$ cat src/fdc_settings.svh
// floppy controller timing and width constants
// cycle counts are scaled down from the real drive so runs stay short
`ifndef FDC_SETTINGS_SVH
`define FDC_SETTINGS_SVH

// width of the delay, motor and index counters
`define FDC_COUNT_W 24

// restore and seek settle time, real part waits about 25 ms
`define FDC_RESTORE_DELAY 200
// step, step-in and step-out settle time
`define FDC_STEP_DELAY 20

// motor run-on after a command when already spinning
`define FDC_MOTOR_RUN 400
// run-on from standstill, the extra part is spin-up
`define FDC_MOTOR_START 600

// one disk rotation
`define FDC_INDEX_PERIOD 64
// index hole length at the start of a rotation
`define FDC_INDEX_WIDTH 4

`endif

$ cat src/fdc_pkg.sv
// floppy controller shared types
// register bytes, bus address, status view selector, counters
// and the busy state encoding of the execute stage
`include "fdc_settings.svh"

package fdc_pkg;

  // register, command and status value
  typedef logic [7:0] reg_byte_t;

  // cpu register address
  // 0 status/command, 1 track, 2 sector, 3 data
  typedef logic [1:0] reg_addr_t;

  // io controller view selector
  typedef logic [2:0] status_sel_t;

  // delay and drive timing counters
  typedef logic [`FDC_COUNT_W-1:0] fdc_count_t;

  // busy state machine
  typedef enum logic [1:0] {
    st_idle     = 2'd0,  // nothing running
    st_irq      = 2'd1,  // end of busy phase, raises irq
    st_int_wait = 2'd2,  // internal wait, e.g. step settle
    st_io_wait  = 2'd3   // waiting on the io controller
  } busy_state_t;

endpackage

$ cat src/fdc_bus_regs.sv
// floppy controller cpu register stage
// holds command, sector and data registers, builds the status byte
// and sends command and track strobes to the execute stage
// also serves the register view of the io controller

module fdc_bus_regs (
  input  logic                 clk,
  input  logic                 motor_start,
  // cpu bus
  input  logic                 cpu_sel,
  input  logic                 cpu_rw,       // high = read
  input  fdc_pkg::reg_addr_t   cpu_addr,
  input  fdc_pkg::reg_byte_t   cpu_din,
  output fdc_pkg::reg_byte_t   cpu_dout,
  // io controller view
  input  fdc_pkg::status_sel_t status_sel,
  output fdc_pkg::reg_byte_t   status_byte,
  // drive pins
  input  logic [1:0]           drv_sel,
  input  logic                 drv_side,
  input  logic                 wr_prot,
  // back from execute stage and drive timer
  input  fdc_pkg::reg_byte_t   track,
  input  logic                 busy,
  input  logic                 io_wait,
  input  logic                 motor_on,
  input  logic                 spin_up_done,
  input  logic                 index_pulse,
  // toward execute stage
  output logic                 cmd_valid,
  output fdc_pkg::reg_byte_t   cmd_byte,
  output fdc_pkg::reg_byte_t   wr_byte,
  output logic                 track_wr,
  output fdc_pkg::reg_byte_t   data_byte,
  output logic                 irq_ack
);
  import fdc_pkg::*;

  reg_byte_t cmd_reg;     // write only from the cpu side
  reg_byte_t sector_reg;
  reg_byte_t data_reg;
  reg_byte_t status;      // what a read of address 0 returns
  logic      cpu_wr;
  logic      cmd_type_1;

  assign cpu_wr     = cpu_sel && !cpu_rw;
  assign cmd_type_1 = ~cmd_reg[7];  // restore/seek/step family

  // register writes and strobes
  always_ff @(posedge clk or posedge motor_start) begin
    if (motor_start) begin
      cmd_reg    <= '0;
      sector_reg <= '0;
      data_reg   <= '0;
      wr_byte    <= '0;
      cmd_valid  <= 1'b0;
      track_wr   <= 1'b0;
      irq_ack    <= 1'b0;
    end else begin
      cmd_valid <= cpu_wr && (cpu_addr == 2'd0);  // one pulse per write
      track_wr  <= cpu_wr && (cpu_addr == 2'd1);
      irq_ack   <= cpu_sel && (cpu_addr == 2'd0); // read or write of reg 0
      if (cpu_wr) begin
        case (cpu_addr)
          2'd0: cmd_reg    <= cpu_din;
          2'd1: wr_byte    <= cpu_din;  // track itself lives in the execute stage
          2'd2: sector_reg <= cpu_din;
          2'd3: data_reg   <= cpu_din;
        endcase
      end
    end
  end

  assign cmd_byte  = cmd_reg;
  assign data_byte = data_reg;  // seek target always visible

  // status byte from bit 7 down to bit 0
  assign status = {
    motor_on,
    wr_prot,
    cmd_type_1 ? spin_up_done : 1'b0,
    2'b00,                             // no record-not-found or crc
    cmd_type_1 ? (track == 8'h00) : 1'b0,
    cmd_type_1 ? index_pulse : busy,   // index or drq-like busy copy
    busy
  };

  // cpu read mux
  always_comb begin
    cpu_dout = '0;
    if (cpu_sel && cpu_rw) begin
      case (cpu_addr)
        2'd0: cpu_dout = status;
        2'd1: cpu_dout = track;
        2'd2: cpu_dout = sector_reg;
        2'd3: cpu_dout = data_reg;
      endcase
    end
  end

  // io controller register view
  always_comb begin
    case (status_sel)
      3'd0:    status_byte = cmd_reg;
      3'd1:    status_byte = track;
      3'd2:    status_byte = sector_reg;
      3'd3:    status_byte = data_reg;
      3'd4:    status_byte = {4'b0000, drv_sel, drv_side, io_wait};
      default: status_byte = '0;
    endcase
  end

  // a cpu access hits one address per cycle
  a_strobe_excl: assert property (@(posedge clk) disable iff (motor_start)
    !(cmd_valid && track_wr));

endmodule

$ cat src/fdc_cmd_exec.sv
// floppy controller command execution stage
// decodes type I to IV commands, runs the busy state machine,
// owns track register, step direction, delay counter and irq
`include "fdc_settings.svh"

module fdc_cmd_exec (
  input  logic               clk,
  input  logic               motor_start,
  // from bus stage
  input  logic               cmd_valid,
  input  fdc_pkg::reg_byte_t cmd_byte,
  input  fdc_pkg::reg_byte_t wr_byte,
  input  logic               track_wr,
  input  fdc_pkg::reg_byte_t data_byte,
  input  logic               irq_ack,
  // drive and io controller
  input  logic               wr_prot,
  input  logic               io_ready,
  // results
  output fdc_pkg::reg_byte_t track,
  output logic               busy,
  output logic               io_wait,
  output logic               irq,
  output logic               spin_trigger
);
  import fdc_pkg::*;

  localparam fdc_count_t RESTORE_DLY = fdc_count_t'(`FDC_RESTORE_DELAY);
  localparam fdc_count_t STEP_DLY    = fdc_count_t'(`FDC_STEP_DELAY);

  busy_state_t state;
  fdc_count_t  delay;      // remaining internal wait
  logic        step_dir;   // 1 = toward higher tracks
  logic        is_type_1;
  logic        is_type_2;

  // class of the incoming command
  assign is_type_1 = ~cmd_byte[7];
  assign is_type_2 = (cmd_byte[7:6] == 2'b10);

  assign busy    = (state != st_idle);
  assign io_wait = (state == st_io_wait);

  // busy state machine, track and step direction
  always_ff @(posedge clk or posedge motor_start) begin
    if (motor_start) begin
      state    <= st_idle;
      delay    <= '0;
      track    <= '0;
      step_dir <= 1'b0;
    end else begin
      // normal progression
      case (state)
        st_int_wait: begin
          if (delay != '0)
            delay <= delay - 1'b1;
          else
            state <= st_irq;  // wait done
        end
        st_irq:     state <= st_idle;
        st_io_wait: if (io_ready) state <= st_irq;  // transfer done
        default:    ;
      endcase

      if (track_wr)
        track <= wr_byte;  // cpu loads track directly

      // a command is always taken, even while busy
      if (cmd_valid) begin
        state <= st_int_wait;  // default zero length wait
        delay <= '0;
        casez (cmd_byte[7:4])
          4'b0000: begin        // restore
            track <= '0;
            delay <= RESTORE_DLY;
          end
          4'b0001: begin        // seek
            track <= data_byte;
            delay <= RESTORE_DLY;
          end
          4'b001?: begin        // step, last direction
            delay <= STEP_DLY;
            if (cmd_byte[4])    // update flag
              track <= step_dir ? track + 1'b1 : track - 1'b1;
          end
          4'b010?: begin        // step-in
            delay    <= STEP_DLY;
            step_dir <= 1'b1;
            if (cmd_byte[4])
              track <= track + 1'b1;
          end
          4'b011?: begin        // step-out
            delay    <= STEP_DLY;
            step_dir <= 1'b0;
            if (cmd_byte[4])
              track <= track - 1'b1;
          end
          4'b100?:              // read sector
            state <= st_io_wait;
          4'b101?:              // write sector
            if (!wr_prot) state <= st_io_wait;
          4'b1100,              // read address
          4'b1110:              // read track
            state <= st_io_wait;
          4'b1111:              // write track
            if (!wr_prot) state <= st_io_wait;
          4'b1101: begin        // force interrupt
            if (cmd_byte[3:0] == 4'b0000)
              state <= st_idle; // abort silently
            else
              state <= st_irq;
          end
        endcase
      end
    end
  end

  // irq, set wins over acknowledge
  always_ff @(posedge clk or posedge motor_start) begin
    if (motor_start)
      irq <= 1'b0;
    else if (state == st_irq)
      irq <= 1'b1;
    else if (irq_ack)
      irq <= 1'b0;
  end

  // motor kick for type I and type II
  always_ff @(posedge clk or posedge motor_start) begin
    if (motor_start)
      spin_trigger <= 1'b0;
    else
      spin_trigger <= cmd_valid && (is_type_1 || is_type_2);
  end

  // io wait is only entered by a command
  a_io_entry: assert property (@(posedge clk) disable iff (motor_start)
    $rose(io_wait) |-> $past(cmd_valid));

  // finished handshake gives irq two edges on
  a_io_irq: assert property (@(posedge clk) disable iff (motor_start)
    io_wait && io_ready && !cmd_valid |=> ##1 irq);

endmodule

$ cat src/fdc_drive_timer.sv
// floppy drive timing model
// motor run-on counter with spin-up window and a rotating index pulse
`include "fdc_settings.svh"

module fdc_drive_timer (
  input  logic clk,
  input  logic motor_start,
  input  logic spin_trigger,   // a command wants the motor
  output logic motor_on,
  output logic spin_up_done,
  output logic index_pulse
);
  import fdc_pkg::*;

  localparam fdc_count_t RUN_CNT   = fdc_count_t'(`FDC_MOTOR_RUN);
  localparam fdc_count_t START_CNT = fdc_count_t'(`FDC_MOTOR_START);
  localparam fdc_count_t IDX_LAST  = fdc_count_t'(`FDC_INDEX_PERIOD - 1);
  localparam fdc_count_t IDX_WIDTH = fdc_count_t'(`FDC_INDEX_WIDTH);

  fdc_count_t motor_cnt;   // run-on left
  fdc_count_t index_cnt;   // position in the rotation

  assign motor_on     = (motor_cnt != '0);
  // above RUN_CNT the motor is still coming up to speed
  assign spin_up_done = motor_on && (motor_cnt <= RUN_CNT);
  assign index_pulse  = motor_on && (index_cnt < IDX_WIDTH);

  // motor run-on
  always_ff @(posedge clk or posedge motor_start) begin
    if (motor_start)
      motor_cnt <= '0;
    else if (spin_trigger)
      motor_cnt <= motor_on ? RUN_CNT : START_CNT;  // no spin-up if turning
    else if (motor_cnt != '0)
      motor_cnt <= motor_cnt - 1'b1;
  end

  // rotation position, parked while the motor is off
  always_ff @(posedge clk or posedge motor_start) begin
    if (motor_start)
      index_cnt <= '0;
    else if (!motor_on)
      index_cnt <= '0;
    else if (index_cnt == IDX_LAST)
      index_cnt <= '0;         // next rotation
    else
      index_cnt <= index_cnt + 1'b1;
  end

  // any trigger leaves the motor running
  a_motor_kick: assert property (@(posedge clk) disable iff (motor_start)
    spin_trigger |=> motor_on);

endmodule

$ cat src/fdc_top.sv
// floppy disk controller, WD1772 style register block
// bus register stage, command execution stage and drive timer
// cpu on one side, io controller and drive pins on the other

module fdc_top (
  input  logic                 clk,
  input  logic                 motor_start,
  // cpu
  input  logic                 cpu_sel,
  input  logic                 cpu_rw,
  input  fdc_pkg::reg_addr_t   cpu_addr,
  input  fdc_pkg::reg_byte_t   cpu_din,
  output fdc_pkg::reg_byte_t   cpu_dout,
  output logic                 irq,
  // io controller
  output logic                 io_valid,
  input  logic                 io_ready,
  input  fdc_pkg::status_sel_t status_sel,
  output fdc_pkg::reg_byte_t   status_byte,
  // drive pins
  input  logic [1:0]           drv_sel,
  input  logic                 drv_side,
  input  logic                 wr_prot
);
  import fdc_pkg::*;

  // bus stage to execute stage
  logic      cmd_valid;
  reg_byte_t cmd_byte;
  reg_byte_t wr_byte;
  logic      track_wr;
  reg_byte_t data_byte;
  logic      irq_ack;
  // execute stage back
  reg_byte_t track;
  logic      busy;
  logic      io_wait;
  logic      spin_trigger;
  // drive timer back
  logic      motor_on;
  logic      spin_up_done;
  logic      index_pulse;

  assign io_valid = io_wait;  // transfer request to io controller

  fdc_bus_regs fdc_bus_regs_i (
    .clk, .motor_start, .cpu_sel, .cpu_rw, .cpu_addr, .cpu_din, .cpu_dout,
    .status_sel, .status_byte, .drv_sel, .drv_side, .wr_prot,
    .track, .busy, .io_wait, .motor_on, .spin_up_done, .index_pulse,
    .cmd_valid, .cmd_byte, .wr_byte, .track_wr, .data_byte, .irq_ack
  );

  fdc_cmd_exec fdc_cmd_exec_i (
    .clk, .motor_start, .cmd_valid, .cmd_byte, .wr_byte, .track_wr,
    .data_byte, .irq_ack, .wr_prot, .io_ready,
    .track, .busy, .io_wait, .irq, .spin_trigger
  );

  fdc_drive_timer fdc_drive_timer_i (
    .clk, .motor_start, .spin_trigger, .motor_on, .spin_up_done, .index_pulse
  );

endmodule

$ cat config.mk
export PLATFORM = sky130hd
export DESIGN_NAME = fdc_top
export DESIGN_NICKNAME = d
export VERILOG_FILES = /design/src/fdc_pkg.sv /design/src/fdc_bus_regs.sv /design/src/fdc_cmd_exec.sv /design/src/fdc_drive_timer.sv /design/src/fdc_top.sv
export VERILOG_INCLUDE_DIRS = /design/src
export SDC_FILE = /design/constraint.sdc
export NUM_CORES = 1
export LEC_CHECK = 0
export BUFFER_PORTS_ARGS = -buffer_cell sky130_fd_sc_hd__buf_2
export CAP_MARGIN = 30
export CORE_MARGIN = 4
export CORE_UTILIZATION = 45
export DETAILED_ROUTE_END_ITERATION = 8
export HOLD_SLACK_MARGIN = 0.1
export PLACE_DENSITY = 0.63
export SYNTH_ARGS = -nofsm -noshare
export SYNTH_HDL_FRONTEND = slang
export SYNTH_SLANG_ARGS = --single-unit
$ cat constraint.sdc
create_clock -name clk -period 4.95 [get_ports clk]
set_clock_uncertainty 0.15 [all_clocks]
set_input_delay 0.7425 -clock clk [delete_from_list [all_inputs] [get_ports clk]]
set_output_delay 0.7425 -clock clk [all_outputs]
set_load 0.05 [all_outputs]
**Word level (Yosys, flattened, before mapping)**

Cells that the tools add are included.

- Bits in registers: 120
- Output and inout bits: 18

- $add $sub $neg: 5
- $lt $le $gt $ge: 2
- Equality and inequality tests: 24
- Mux-type cells: 32
- Bitwise logic cells: 1
- Reductions and logical operators: 35

Operators by type and width:

| operator | count |
|---|---|
| 24-bit 2-to-1 mux | 7 |
| 8-bit one-hot mux with 5 select lines | 2 |
| 8-bit 2-to-1 mux | 7 |
| 24-bit nonzero test | 2 |
| 24-bit by 1-bit subtractor with 24-bit output, second input constant | 2 |
| 8-bit one-hot mux with 4 select lines | 1 |
| 24-bit by 1-bit adder with 24-bit output, second input constant | 1 |
| 24-bit by 6-bit equality test with 1-bit output, second input constant | 1 |
| 24-bit by 9-bit less-or-equal comparator with 1-bit output, second input constant | 1 |
| 24-bit by 3-bit < comparator with 1-bit output, second input constant | 1 |
| 4-bit equality test, second input constant | 4 |
| 8-bit one-hot mux with 2 select lines | 1 |
| 3-bit by 2-bit equality test with 1-bit output, second input constant | 4 |
| 2-bit one-hot mux with 3 select lines | 2 |
| 2-bit AND reduction | 6 |
| 2-bit nonzero test | 6 |
| 2-bit equality test, second input constant | 5 |
| 10-bit 2-to-1 mux | 1 |
| 3-bit equality test, second input constant | 3 |
| 8-bit by 1-bit adder with 8-bit output, second input constant | 1 |
| 1-bit logical AND | 8 |
| 4-bit logical NOT | 2 |
| 8-bit logical NOT | 1 |
| 8-bit by 1-bit subtractor with 8-bit output, second input constant | 1 |
| other kinds (16) | 29 |

**Depth between registers and ports, before layout**

- Depth after elaboration: 5
- Depth in mapped cells: 8
- Gate-level depth less buffers: 7

**By module**

Synthesis repeated with hierarchy kept, for this count alone.

- Cells, all modules: 697
- Area, all modules: 7000.5 um^2

Modules (own cells, without submodules):

| module | instances | cells each | area each (um^2) | seq. area each (um^2) |
|---|---|---|---|---|
| fdc_cmd_exec | 1 | 283 | 2542.4 | 925.9 |
| fdc_drive_timer | 1 | 271 | 2526.2 | 1201.2 |
| fdc_bus_regs | 1 | 143 | 1931.9 | 875.8 |

**Worst setup path after synthesis**

Ideal clock, no wire load.

- Path kind: flip-flop to output port
- Start point: register fdc_drive_timer_i.motor_cnt[12]
- End point: output cpu_dout[5]
- Arrival: 2844 ps
- Setup slack: 1214 ps
- Stages on the path, launching flop included: 6
- Path buffers: 1
- Cells stage by stage: dfrtp_1 > or4_4 > or4_4 > clkbuf_1 > or3_1 > a21oi_1

- Longest elaborated chain between the ends: 5

RTL lines:

| what | line | RTL |
|---|---|---|
| from (decl) | fdc_drive_timer.sv:20 | `fdc_count_t motor_cnt;` |
| from (signal assigned) | fdc_drive_timer.sv:33 | `motor_cnt <= motor_on ? RUN_CNT : START_CNT;` |
| from (signal assigned) | fdc_drive_timer.sv:35 | `motor_cnt <= motor_cnt - 1'b1;` |
| 24-bit by 9-bit less-or-equal comparator with 1-bit output or 24-bit nonzero test (tied branches) | fdc_drive_timer.sv:25, fdc_drive_timer.sv:23 |  |
| 1-bit logical AND (*) | fdc_drive_timer.sv:25 | `assign spin_up_done = motor_on && (motor_cnt <= RUN_CNT);` |
| 1-bit 2-to-1 mux (*) | fdc_bus_regs.sv:81 | `cmd_type_1 ? spin_up_done : 1'b0,` |
| 8-bit one-hot mux with 4 select lines (*) | fdc_bus_regs.sv:92 | `case (cpu_addr)` |
| 8-bit 2-to-1 mux (*) | fdc_bus_regs.sv:91 | `if (cpu_sel && cpu_rw) begin` |
| to (decl) | fdc_top.sv:13 | `output fdc_pkg::reg_byte_t cpu_dout,` |

Every way passes the cells marked *; elsewhere a longest branch is shown, timed or not.

**Worst setup path after layout**

- Start point: register fdc_drive_timer_i.motor_cnt[12]
- End point: output cpu_dout[7]

- Longest elaborated chain between the ends: 3

RTL lines:

| what | line | RTL |
|---|---|---|
| 24-bit nonzero test | fdc_drive_timer.sv:23 | `assign motor_on = (motor_cnt != '0);` |
| 8-bit one-hot mux with 4 select lines | fdc_bus_regs.sv:92 |  |
| 8-bit 2-to-1 mux | fdc_bus_regs.sv:91 |  |

No other way between the ends.

==> impl_results.md <==
* Outcome: finished, final reports clean
* Required @ worst endpoint at 4.06 ns
* Crit Path Class: reg2out
* Number of hold buffers added after cts at 0
* Die X-Extent at 132 um
* Drt total wl at 17.1 mm
* Die height at 132 um
* LEAKAGE at 3.27 nW
* Fraction of layout cells with a size suffix above 1 at 0.206
* Area contributors post-synth: dfrtp_1 (44%), mux2_2 (7.4%), nor2_1 (3.7%)
* Vias in the first global route at 5603
* Diode count at 0
* Total grt overflow at 0
* Fin. Hold Viols at 0
* Fin crit share at 0.851
* Seq/Total Area, Yosys at 0.437
* Area leader, netlist: dfrtp_1
* Endpoint class of the critical path: output pin
* Max FO, Critical Path at 13
* Dpl hpwl at 11.7 mm
* Syn_nets at 722
* CP peak stage delay at 0.59 ns
* Initial Util at 0.466
* Core ar. at 14800 um^2
* Area of the mapped netlist at 6870 um^2
* Most frequent cells in the layout: dfrtp_1 (120), nor2_1 (67), mux2_2 (45)
* Synthesized instance count at roughly 690
* Wire per inst at 18.7 um
* RSZ-0062 raised after global routing: no
* Routability cong. at between 0.8 and 0.9
* Ys flop type: dfrtp_1
* Crit-path cells: or4_4, or4_4, or3_4, mux4_2, nor2b_4, buf_2
* I/O pins at 40
* Tot GR Track Use at 0.202
* EDFF count, synth at 0
* Clk_lat worst skew at 0.42 ns
* DRT Pass-1 Iters at 6
* Via count at 5620
* Most common cell after layout, fill and taps aside: dfrtp_1
* First-pass GRT wire length at 28.7 mm
* Final Critical Period at between 4 and 5 ns
* 1st-iter DRT viols at 489
* Number of port buffers at 39
* Post_cts resized at 0
* Startpoint types: flip-flop
* Area grow syn2layout at 13.8%
* Total clock buffers created by CTS at 17
* Die area at about 17000 um^2
* Final setup TNS at 0 ns
* HP Class: in2async
* Slew at the pin with the worst max-slew slack at 0.923 ns
* Yosys warning count at 0
* Slew HR at 0.385
* Final setup viols at 0
* Clock sinks at 120
* Largest net degree at the start of global routing at 67
* DR vias/cell at 6.16
* Syn Area/Cell at 9.97 um^2
* Clock Tree Buf Depth at 2
* Top Registers: fdc_cmd_exec_i.delay: 24 flops, fdc_drive_timer_i.index_cnt: 24 flops, fdc_drive_timer_i.motor_cnt: 24 flops
* Async SR Flop Fraction at 1.00
* CTS tree: built
* Worst Path Arrival at 3.32 ns
* Max Cap Viol at 0
* Nets at approximately 750
* Post-CTS Setup Inserts at 0
* H-Tree Depth at 4
* Final Max Tran Viols at 0
* # rows at 44
* Peak VDD IR at roughly 0.35 mV
* Total power at 0.00408 W
* Pwr/cell area at 522 nW/um^2
* CTS Root Cell: clkbuf_16
* Post-route ant nets at 0
* Post-route DRC at 0
* Critical-path top delay cell: or4_4
* Synthesis-stage register bit count at 120
* CP most frequent cell: or4_4
* Initial antenna violation count at 0
* Achievable clock frequency at 237 MHz
* CTS clk-pin slew, worst paths at about 0.060 ns
* Synth cell types at 66
* Area share of the largest cell type after synthesis at 0.437
==> cells by family after synthesis <==
group,count (synthesis),share of synthesized area
and+or+nand+nor,260,0.208
DFF,120,0.437
muxes,63,0.113
AOI/OAI and AO/OA,141,0.141
buffers and inverters,55,0.0306
xor gates and xnor gates,39,0.0497
adders and majority gates,11,0.0200
==> area by class of cell <==
cell class / count / area, um^2
clock buffer: 18 / 439
tap: 184 / 230
clock inverter: 14 / 176
multi-input combinational: 514 / 3660
timing repair buffer: 45 / 240
inverter: 18 / 70.1
fill: 1312 / 6940
sequential: 120 / 3000
==> worst max-delay path: cells and delay by family, from the launching register on <==
kind	cells	cell delay, ns
and+or+nand+nor	4	1.78
muxes	1	0.48
DFF	1	0.43
buffers and inverters	1	0.22
==> layer usage <==
| layer | vias to the layer above | global-route usage | wire length, um |
|---|---|---|---|
| li1 | 2630 | - | - |
| met1 | 2838 | 0.276 | 7780 |
| met2 | 136 | 0.326 | 8370 |
| met3 | 16 | 0.0420 | 701 |
| met4 | 0 | 0.0613 | 223 |
| met5 | - | 0 | 0 |
==> per-stage QoR <==
| step | utilization | area (um^2) | hold slack, ns | std cells | setup slack, ns |
|---|---|---|---|---|---|
| after detailed placement | 0.488 | 7200 | 0.350 | 881 | 1.18 |
| after global placement | 0.488 | 7200 | 0.342 | 881 | 1.21 |
| after CTS | 0.530 | 7820 | 0.111 | 913 | 0.723 |
| after floorplan | - | 6870 | 0.325 | 689 | 0.872 |
| final | 0.530 | 7820 | 0.121 | 913 | 0.737 |
| after global routing | 0.530 | 7820 | 0.119 | 913 | 0.675 |
==> Yosys cell counts, types with 3 or more instances <==
library cell	n
a211oi_1	8
a21boi_0	3
a21o_1	4
a21oi_1	33
a22oi_1	17
a31oi_1	7
buf_2	3
clkbuf_1	34
dfrtp_1	120
ha_1	11
inv_1	18
mux2_2	45
mux2i_1	11
mux4_2	7
nand2_1	28
nand2b_1	7
nand3_1	21
nand4_1	10
nor2_1	67
nor2b_1	20
nor3_1	21
nor3b_1	6
nor4_1	20
nor4_2	3
o211ai_1	7
o21a_1	3
o21ai_0	10
o22ai_1	8
o31ai_1	15
or2_2	8
or3_1	12
or4_1	21
xnor2_1	26
xor2_1	13
==> path summary, 6_finish.rpt <==
check / from / end / slack, ns / cells after the start
min in group clk: fdc_bus_regs_i.wr_byte[5] / fdc_bus_regs_i.wr_byte[5] / 0.35 / 1
worst max register to register: fdc_drive_timer_i.motor_cnt[12] / fdc_drive_timer_i.index_cnt[11] / 1.91 / 6
worst min register to register: fdc_bus_regs_i.wr_byte[5] / fdc_bus_regs_i.wr_byte[5] / 0.35 / 1
max in group asynchronous: motor_start / fdc_drive_timer_i.motor_cnt[10] / 3.42 / 3
worst max-delay path: fdc_drive_timer_i.motor_cnt[12] / cpu_dout[7] / 0.74 / 6
worst min-delay path: motor_start / fdc_cmd_exec_i.delay[20] / 0.12 / 2
==> where the power goes <==
part	total, W	switching [W]	internal, W
clock	0.00128	0.000469	0.000808
sequential	0.00155	0.000324	0.00122
combinational	0.00126	0.000716	0.000539
Power figures use the tool's default switching activity.
